### src/rob_core_macros.svh
`ifndef ROB_CORE_MACROS_SVH
`define ROB_CORE_MACROS_SVH

// reorder buffer sizing
// depth must stay a power of two, pointers wrap on overflow
`define ROB_DEPTH 16
`define ROB_TAG_W 4

// rv32i datapath widths
`define XLEN 32
`define REG_ADDR_W 5

`endif

### src/rv32i_pkg.sv
`include "rob_core_macros.svh"

package rv32i_pkg;

    // coarse operation class, enough for retirement decisions
    // op_nop still occupies a slot and needs a writeback
    typedef enum logic [1:0] {
        op_alu    = 2'd0,
        op_branch = 2'd1,
        op_nop    = 2'd2
    } op_class_e;

    // architectural register index
    typedef logic [`REG_ADDR_W-1:0] reg_addr_t;

    // one data word
    typedef logic [`XLEN-1:0] xlen_t;

endpackage

### src/arch_regfile.sv
`timescale 1ns/100ps
`include "rob_core_macros.svh"

module arch_regfile (
    input  logic                 clk,
    input  logic                 rst_n_i,

    // write port from commit
    input  logic                 we_i,
    input  rv32i_pkg::reg_addr_t waddr_i,
    input  rv32i_pkg::xlen_t     wdata_i,

    // async read port
    input  rv32i_pkg::reg_addr_t raddr_i,
    output rv32i_pkg::xlen_t     rdata_o
);

    localparam int NUM_REGS = 1 << `REG_ADDR_W;

    // x0 has no storage
    rv32i_pkg::xlen_t regs [1:NUM_REGS-1];

    always_ff @(posedge clk or negedge rst_n_i) begin
        if (!rst_n_i) begin
            for (int i = 1; i < NUM_REGS; i++) begin
                regs[i] <= '0;
            end
        end else if (we_i && (waddr_i != '0)) begin
            regs[waddr_i] <= wdata_i;
        end
    end

    // x0 always reads zero
    assign rdata_o = (raddr_i == '0) ? '0 : regs[raddr_i];

endmodule

### config.mk
export PLATFORM = sky130hd
export DESIGN_NAME = arch_regfile
export DESIGN_NICKNAME = d
export VERILOG_FILES = /design/src/rv32i_pkg.sv /design/src/arch_regfile.sv
export VERILOG_INCLUDE_DIRS = /design/src
export SDC_FILE = /design/constraint.sdc
export NUM_CORES = 1
export LEC_CHECK = 0
export BUFFER_PORTS_ARGS = -buffer_cell sky130_fd_sc_hd__buf_2
export CORE_MARGIN = 2
export CORE_UTILIZATION = 65
export CTS_CLUSTER_DIAMETER = 150
export DETAILED_ROUTE_END_ITERATION = 6
export PLACE_DENSITY_LB_ADDON = 0.15
export SLEW_MARGIN = 20
export SYNTH_ARGS = -nofsm -noshare
export SYNTH_HDL_FRONTEND = slang
export SYNTH_SLANG_ARGS = --single-unit
### constraint.sdc
create_clock -name clk -period 2.9 [get_ports clk]
set_input_delay 0.145 -clock clk [delete_from_list [all_inputs] [get_ports clk]]
set_output_delay 0.145 -clock clk [all_outputs]
set_load 0.1 [all_outputs]
==> results.toml <==
[status]
outcome = "finished, final reports clean"

[final_layout]
largest_reg_flops = 992
reg_top3 = "regs: 992 flops"
drive_above_1_share = 0.444
nets = 3176
post-route-util = 0.746
fill_cells = 4188
syn_to_final_growth_pct = 13.2
regMostFlops = "regs"

[flow_run]
maxCapViolations = 0

[timing]
fin_skew_ps = 0
drv_slew = 0
period_share = 0.919
final-setup-viol-count = 0
fin_crit_ps = 2660
fmax_ghz = 0.375
relSlewSlack = 0.457
setup_slack_ps = 235
rsz0062_at_grt = "false"
max_slew.worst_pin.slew_ps = 807
whs_ps = 95.6
hold_violations = 0

[global_routing]
grt_pass1_wl_mm = 185
grt_use_total = 0.344
grt_max_degree = 106
grt_overflow = 0
antenna_found_initial = 3
grt_pass1_vias = 29691

[logic_synthesis]
synthTopCellsByArea = "dfrtp_1 (55%), mux2_2 (23%), mux2i_1 (7.1%), mux4_2 (3.2%), mux2_1 (2.1%)"
avgSynthCellArea_um2 = 14.3
syn-num-nets = 3207
synth_top_area_frac = 0.547
synth.top_cells.by_count = "dfrtp_1 (992), mux2_2 (941), mux2i_1 (320), clkbuf_1 (146), buf_2 (139)"
ys_types = 34
ys_warn_count = 0
synth_edf_count = 0
synthCells = 3162
ys_seq_elements = 992
async_reset_ff_frac = 1.00
synth_top_cell_by_area = "dfrtp_1"
synth_flop_cell = "dfrtp_1"
syn_area_um2 = 45400
ys_seq_area_frac = 0.547
synth_most_common_cell = "dfrtp_1"

[clock_tree]
cts_tree = "done"
ctsResizeCount = 0
htree_levels = 3
root_buffer = "clkbuf_16"
path_clk_slew_ps = 60
clockBufferDepth = 3
cts.sinks = 992
clk_latency_ps = 640
cts_buffers = 100

[detailed_routing]
initialDrtViolationCount = 2688
wl_met3_mm = 8.89
drt_wl_total_mm = 121
first_pass_iters = 5
wl_met1_mm = 50.7
drc = 0
wl_per_cell_um = 29.1
via_per_inst = 6.77
num_vias = 28048
highest_layer = "met4"
ant_nets = 0
wl_met2_mm = 57.1

[floorplanning]
dieArea_um2 = 71900
start_util = 0.659
die_height_um = 268
ios = 77
die_w_um = 268
rows = 96
core_um2 = 68800

[worst_setup_path]
cp-start-kind = "flip-flop"
crit_path_max_fanout = 2
critPathKind = "reg -> out"
required_ps = 2760
worstSetupEndpointType = "output pin"
crit_chain = "mux4_2 > nor2b_1 > a211oi_1 > nor4_4 > buf_12"
crit_arrival_ps = 2520
cp_slowest_cell = "a211oi_1"
critPathMaxStageDelay_ps = 610

[placed_design]
place.gp.congestion = 0.835
portBuffers = 76
place_ws_ps = 440
hpwl_mm = 70.1

[power]
power.leakage_uw = 0.0235
ir_drop_v = 0.000720
power_density_nw_per_um2 = 738

[worst_hold_path]
hp-class = "in -> async"
-- worst max-delay path, delay by kind of cell, from the launching register on --
kind,cells,cell delay (ps)
compound gates,1,610
mux,1,450
flops,1,380
simple gates,2,230
buf+inv,1,200
-- worst paths after layout --
path / startpoint / end / slack [ps] / cells past startpoint
setup / recovery: regs[554] / rdata_o[10] / 240 / 5
hold / removal: rst_n_i / regs[384] / 100 / 2
setup reg to reg: regs[819] / regs[819] / 2060 / 1
hold reg to reg: regs[162] / regs[162] / 480 / 1
max in group asynchronous: rst_n_i / regs[461] / 1730 / 3
min in group clk: wdata_i[21] / regs[53] / 120 / 2
-- report_power, final --
part	switching (uW)	leakage [uW]	internal, uW	total (uW)
combinational	3110	0.00918	3530	6630
sequential	1430	0.0127	16500	18000
clock	5330	0.00169	7960	13300
total	9870	0.0235	28000	37900
-- metal layers --
metal,up-vias,global-route usage
met5,-,0
met4,0,0.114
met3,246,0.0627
met2,1150,0.540
met1,15074,0.492
li1,11578,-
-- layout make-up --
cell class | instances | area, um^2 | area share
clock inverters | 31 | 419 | 0.00816
well taps | 931 | 1160 | 0.0227
flip-flops and latches | 992 | 24800 | 0.483
clock buffers | 149 | 2980 | 0.0580
repair buffers | 186 | 2320 | 0.0452
multi-input cells | 1851 | 19700 | 0.383
diodes | 2 | 5.00 | 0.0000974
-- cell usage in the layout, fill, tap and decap left out, types with 62 or more instances in the layout --
master,instances
mux4_2,64
mux2_2,941
clkbuf_16,101
buf_12,80
buf_4,62
dfrtp_1,992
mux2_1,83
o22ai_1,128
mux2i_1,320
nor3_1,66
-- through the flow --
| stage | std cells | power [uW] | instance area, um^2 | TNS, ps |
|---|---|---|---|---|
| 2_1_floorplan | 3162 | 22600 | 45800 | -161 |
| 3_3_place_gp | 3958 | 24200 | 47900 | 0 |
| 3_5_place_dp | 3959 | 24700 | 47900 | 0 |
| 4_1_cts | 4140 | 38000 | 51400 | 0 |
| 5_1_grt | 4141 | 39300 | 51400 | 0 |
| 6_report | 4142 | 37900 | 51400 | 0 |
-- timing repair --
| action | CTS | global route |
|---|---|---|
| buffers inserted | 0 | 0 |
| hold buffers | 1 | 0 |
| hold endpoints to repair | 120 | 0 |
-- kinds of logic after synthesis --
kind of cell	after synthesis	share of synthesized area
DFF	992	0.547
buffers and inverters	319	0.0343
AOI/OAI and AO/OA	256	0.0388
muxes	1408	0.357
and+or+nand+nor	187	0.0231
Note: power is estimated with default switching activity, not from simulation.
