**src/rob_core_macros.svh**
```systemverilog
`ifndef ROB_CORE_MACROS_SVH
`define ROB_CORE_MACROS_SVH

// reorder buffer sizing
// depth must stay a power of two, pointers wrap on overflow
`define ROB_DEPTH 16
`define ROB_TAG_W 4

// rv32i datapath widths
`define XLEN 32
`define REG_ADDR_W 5

`endif

```
**src/rv32i_pkg.sv**
```systemverilog
`include "rob_core_macros.svh"

package rv32i_pkg;

    // coarse operation class, enough for retirement decisions
    // op_nop still occupies a slot and needs a writeback
    typedef enum logic [1:0] {
        op_alu    = 2'd0,
        op_branch = 2'd1,
        op_nop    = 2'd2
    } op_class_e;

    // architectural register index
    typedef logic [`REG_ADDR_W-1:0] reg_addr_t;

    // one data word
    typedef logic [`XLEN-1:0] xlen_t;

endpackage

```
**src/rob_pkg.sv**
```systemverilog
`include "rob_core_macros.svh"

package rob_pkg;

    // entry index handed out at dispatch
    typedef logic [`ROB_TAG_W-1:0] rob_tag_t;

    // slot lifecycle
    // empty -> wait at dispatch, wait -> done at writeback
    typedef enum logic [1:0] {
        st_empty = 2'd0,
        st_wait  = 2'd1,
        st_done  = 2'd2
    } rob_status_e;

    // one slot of the buffer
    typedef struct packed {
        logic                  valid;
        rob_status_e           status;
        rv32i_pkg::op_class_e  op;
        rv32i_pkg::xlen_t      pc;
        rv32i_pkg::reg_addr_t  rd;
        // register file write on retire
        logic                  regf_we;
        // result from the writeback bus
        rv32i_pkg::xlen_t      rd_data;
        // branch outcome, only meaningful for op_branch
        logic                  br_taken;
        rv32i_pkg::xlen_t      br_target;
    } rob_entry_t;

endpackage

```
**src/rob_head_if.sv**
```systemverilog
`timescale 1ns/100ps
`include "rob_core_macros.svh"

// head of the reorder buffer as seen by the commit unit
interface rob_head_if;

    // from rob
    logic                  head_valid;
    rob_pkg::rob_entry_t   head_entry;
    logic [`ROB_TAG_W-1:0] head_tag;

    // from commit unit
    // flush only ever comes with retire
    logic                  retire;
    logic                  flush;
    logic [`XLEN-1:0]      redirect_pc;

    modport rob (
        output head_valid, head_entry, head_tag,
        input  retire, flush
    );

    modport commit (
        input  head_valid, head_entry, head_tag,
        output retire, flush, redirect_pc
    );

endinterface

```
**src/commit_unit.sv**
```systemverilog
`timescale 1ns/100ps
`include "rob_core_macros.svh"

module commit_unit (
    input  logic                 clk,
    input  logic                 rst_n_i,

    rob_head_if.commit           head,

    // register file write port
    output logic                 rf_we_o,
    output rv32i_pkg::reg_addr_t rf_waddr_o,
    output rv32i_pkg::xlen_t     rf_wdata_o,

    // commit report, one cycle after retire
    output logic                 commit_valid_o,
    output rv32i_pkg::reg_addr_t commit_rd_o,
    output rv32i_pkg::xlen_t     commit_data_o,
    output rv32i_pkg::xlen_t     commit_pc_o,
    output logic                 flush_o,
    output rv32i_pkg::xlen_t     redirect_pc_o
);

    // head done, retire this cycle
    assign head.retire = head.head_valid && (head.head_entry.status == rob_pkg::st_done);

    // predicted not-taken, so any taken branch is a mispredict
    assign head.flush = head.retire && (head.head_entry.op == rv32i_pkg::op_branch)
                        && head.head_entry.br_taken;
    assign head.redirect_pc = head.head_entry.br_target;

    // write lands at the same edge as the commit report
    assign rf_we_o    = head.retire && head.head_entry.regf_we && (head.head_entry.rd != '0);
    assign rf_waddr_o = head.head_entry.rd;
    assign rf_wdata_o = head.head_entry.rd_data;

    always_ff @(posedge clk or negedge rst_n_i) begin
        if (!rst_n_i) begin
            commit_valid_o <= 1'b0;
            flush_o        <= 1'b0;
        end else begin
            commit_valid_o <= head.retire;
            flush_o        <= head.flush;
        end
    end

    // report payload, held between commits
    always_ff @(posedge clk) begin
        if (head.retire) begin
            commit_rd_o   <= head.head_entry.rd;
            commit_data_o <= head.head_entry.rd_data;
            commit_pc_o   <= head.head_entry.pc;
            redirect_pc_o <= head.redirect_pc;
        end
    end

    // flush rides on a retire and leaves the buffer empty
    a_flush_empties: assert property (
        @(posedge clk) disable iff (!rst_n_i)
        head.flush |-> head.retire ##1 !head.head_valid
    );

    // plain retire moves the head by exactly one slot
    a_head_in_order: assert property (
        @(posedge clk) disable iff (!rst_n_i)
        (head.retire && !head.flush) ##1 head.head_valid
            |-> head.head_tag == ($past(head.head_tag) + 1) % `ROB_DEPTH
    );

endmodule

```
**src/flat_wrapper.sv**
```systemverilog
// flat-port wrapper written by rule: the top's interface ports become plain ports
module commit_unit_flat 
  (clk, rst_n_i, rf_we_o, rf_waddr_o, rf_wdata_o, commit_valid_o, commit_rd_o, commit_data_o, commit_pc_o, flush_o, redirect_pc_o, head_head_valid, head_head_entry, head_head_tag, head_retire, head_flush, head_redirect_pc);
  rob_head_if head_i ();
  input  logic clk;
  input  logic rst_n_i;
  output logic rf_we_o;
  output rv32i_pkg::reg_addr_t rf_waddr_o;
  output rv32i_pkg::xlen_t rf_wdata_o;
  output logic commit_valid_o;
  output rv32i_pkg::reg_addr_t commit_rd_o;
  output rv32i_pkg::xlen_t commit_data_o;
  output rv32i_pkg::xlen_t commit_pc_o;
  output logic flush_o;
  output rv32i_pkg::xlen_t redirect_pc_o;
  input wire logic [$bits(head_i.head_valid)-1:0] head_head_valid;
  input wire logic [$bits(head_i.head_entry)-1:0] head_head_entry;
  input wire logic [$bits(head_i.head_tag)-1:0] head_head_tag;
  output wire logic [$bits(head_i.retire)-1:0] head_retire;
  output wire logic [$bits(head_i.flush)-1:0] head_flush;
  output wire logic [$bits(head_i.redirect_pc)-1:0] head_redirect_pc;
  assign head_i.head_valid = head_head_valid;
  assign head_i.head_entry = head_head_entry;
  assign head_i.head_tag = head_head_tag;
  assign head_retire = head_i.retire;
  assign head_flush = head_i.flush;
  assign head_redirect_pc = head_i.redirect_pc;
  commit_unit u_core (.clk(clk), .rst_n_i(rst_n_i), .head(head_i), .rf_we_o(rf_we_o), .rf_waddr_o(rf_waddr_o), .rf_wdata_o(rf_wdata_o), .commit_valid_o(commit_valid_o), .commit_rd_o(commit_rd_o), .commit_data_o(commit_data_o), .commit_pc_o(commit_pc_o), .flush_o(flush_o), .redirect_pc_o(redirect_pc_o));
endmodule
```
**config.mk**
```make
export PLATFORM = sky130hd
export DESIGN_NAME = commit_unit_flat
export DESIGN_NICKNAME = d
export VERILOG_FILES = /design/src/rv32i_pkg.sv /design/src/rob_pkg.sv /design/src/rob_head_if.sv /design/src/commit_unit.sv /design/src/flat_wrapper.sv
export VERILOG_INCLUDE_DIRS = /design/src
export SDC_FILE = /design/constraint.sdc
export NUM_CORES = 1
export LEC_CHECK = 0
export BUFFER_PORTS_ARGS = -buffer_cell sky130_fd_sc_hd__buf_4
export CAP_MARGIN = 20
export CELL_PAD_IN_SITES_DETAIL_PLACEMENT = 1
export CELL_PAD_IN_SITES_GLOBAL_PLACEMENT = 1
export CORE_MARGIN = 2
export CORE_UTILIZATION = 27
export DETAILED_ROUTE_END_ITERATION = 6
export HOLD_SLACK_MARGIN = 0.15
export PLACE_DENSITY_LB_ADDON = 0.1
export SETUP_SLACK_MARGIN = 0.2
export SLEW_MARGIN = 25
export SYNTH_ARGS = -nofsm -noshare
export SYNTH_HDL_FRONTEND = slang
export SYNTH_SLANG_ARGS = --single-unit
```
**constraint.sdc**
```tcl
create_clock -name clk -period 2.9 [get_ports clk]
set_clock_uncertainty 0.1 [all_clocks]
set_input_delay 0 -clock clk [delete_from_list [all_inputs] [get_ports clk]]
set_output_delay 0 -clock clk [all_outputs]
set_load 0.005 [all_outputs]
```
==> results.cfg <==
[synth]
avgSynthCellArea_sq_um = 20.7
synthCells = 176
yosysWarningCount = 0
yosysTopAreaCell = edfxtp_1
syn_area_sq_um = 3640
synth_edf_count = 101
synth.distinct_cells = 7
syn_nets = 291
netlist.area_leader.share_pct = 83.4
yosysMostFrequentCell = edfxtp_1
yosys-top-cells-area = edfxtp_1, buf_4, dfrtp_1, and4b_1, o311a_1
ys_seq_elements = 103
ys.flop_type = edfxtp_1
yosysSeqAreaShare_pct = 84.8
synthTopCellsByCount = edfxtp_1, buf_4, dfrtp_1
synth_async_sr_flop_share_pct = 1.94

[floorplan]
die_w_um = 120
row_count = 42
design.portCount = 290
start_util_pct = 27.6
dieArea_sq_um = 14400
coreArea_sq_um = 13200
die_h_um = 120

[clocking]
clk_path_buf_depth = 2
clk_pin_slew_ns = 0.07
numCtsBuffers = 9
cts_hold_buf = 107
clock-sinks = 103
cts.repair.resized = 0
cts-htree-levels = 3
clock-root-buffer = clkbuf_16
cts_setup_buffers = 0
cts_tree = done

[power]
power_frac_seq_pct = 48.4
p_per_area_nw_per_um2 = 518
p_total_uw = 3580
p_leak_uw = 0.00295
switching_share_pct = 19.6
p_comb_share_pct = 13.3
p_sw_uw = 701
p_int_uw = 2870
ir_drop_mv = 0.194
power.share.clock_pct = 38.3

[route]
firstDrtPassIters = 4
drc = 0
wl_per_cell_um = 16.5
initialDrtViolationCount = 100
wirelength_mm = 11.4
via_per_inst = 3.88
vias = 2683
ant_nets = 0

[critical_path]
critPathCaptureType = output pin
cp_cell_sequence = dlygate4sd3_1 > buf_4 > and3b_4 > buf_12 > buf_4
cp_slowest_cell = and3b_4
startpoint_type = input pin
startpoint = head_head_entry[105]
crit_type = input pin to output pin
critical_path_required_ns = 2.80
crit_path_end = head_retire
path_max_fanout = 75
crit_buf_inv = 4
cp_top_family = buffers and inverters
critical_path.max_stage_delay_ns = 0.60
path_common_cell = buf_4
crit_cells = 5
cp_data_arrival_time_ns = 1.90

[place]
place.gp.congestion = 0.642
postPlaceCellArea_sq_um = 5490
portBuffers = 284

[global_routing]
grt_usage_pct = 15.4
antenna_found_initial = 0
grt_max_degree = 76
grt-busiest-layer = met2
grt_pass1_vias = 2853
grt_util_met2_pct = 30.1
met3_usage_pct = 4.37
overflow = 0
grt_pass1_wl_mm = 16.4
use_met1_pct = 14.7

[sta]
min_period_ns = 2.00
worst_pin_slew_ns = 0.489
fin_setup_tns_ns = 0
setup_viol = 0
fin_crit_sh_pct = 68.9
rsz0062_at_grt = no
hold_slack_ns = 0.192
hold_viol = 0
maxSlewHeadroom_pct = 67.4
drv_slew = 0
fmax_ghz = 0.500

[finish]
antenna_cells = 0
nets = 625
final_area_sq_um = 6900
utilization_pct = 52.3
syn_to_final_growth_pct = 89.8
final_layout_size_suffix_gt1_share_pct = 58.3

[outcome]
status = complete, no violations

[flow_run]
maxCapViolations = 0

[min_path]
hold_class = input pin to flip-flop
==> kinds of logic after synthesis <==
family,Yosys count,share of synthesized area (%)
AOI/OAI and AO/OA,1,0.275
buffers and inverters,69,14.2
DFF,103,84.8
and+or+nand+nor,3,0.688
==> power by group through the flow <==
stage | clock (uW) | combinational (uW) | sequential (uW)
floorplan | 0 | 93.7 | 1770
global placement | 0 | 357 | 1760
detailed placement | 0 | 361 | 1760
CTS | 1400 | 479 | 1730
global route | 1460 | 510 | 1740
finish | 1370 | 477 | 1730
==> sequential cells by signal (all words and copies together) (netlist names) <==
name,count
u_core.commit_valid_o,1
u_core.commit_data_o,32
u_core.commit_pc_o,32
u_core.redirect_pc_o,32
u_core.flush_o,1
u_core.commit_rd_o,5
==> metrics by stage <==
stage | setup slack [ns] | cells
after floorplan | 0.955 | 176
after global placement | 1.26 | 568
after detailed placement | 1.24 | 568
after CTS | 0.857 | 691
after global routing | 0.784 | 691
final | 0.902 | 691
==> cells in the final DEF, fill, tap and decap left out, drive strengths merged <==
cell | Yosys | routed
buf | 69 | 285
dlygate4sd3 | 0 | 107
edfxtp | 101 | 101
clkbuf | 0 | 10
bufinv | 0 | 3
clkinvlp | 0 | 2
dfrtp | 2 | 2
and3b | 1 | 1
and4b | 1 | 1
or3 | 1 | 1
o311a | 1 | 1
clkinv | 0 | 1
==> layer usage <==
metal	part of all wire, %	routed length (um)
met5	0	0
met4	2.0	222
met3	7.9	896
met2	58	6610
met1	32	3650
==> layout make-up <==
class,count,area (sq um)
clock inverters,6,109
well taps,176,220
fillers,1305,6290
multi-input cells,4,38.8
repair buffers,392,3220
flip-flops and latches,103,3080
clock buffers,10,229
==> worst min path at each step <==
stage          depth (start not counted)  slack [ns]               endpoint                  from
2_1_floorplan                          0       -0.40  u_core.commit_valid_o               rst_n_i
3_3_place_gp                           1       -0.31  u_core.commit_valid_o               rst_n_i
3_5_place_dp                           1       -0.32  u_core.commit_valid_o               rst_n_i
4_1_cts                                2        0.19  u_core.commit_rd_o[0]  head_head_entry[106]
5_1_grt                                2        0.20  u_core.commit_rd_o[0]  head_head_entry[106]
6_report                               2        0.19  u_core.commit_rd_o[0]  head_head_entry[106]
Note: power is estimated with default switching activity, not from simulation.
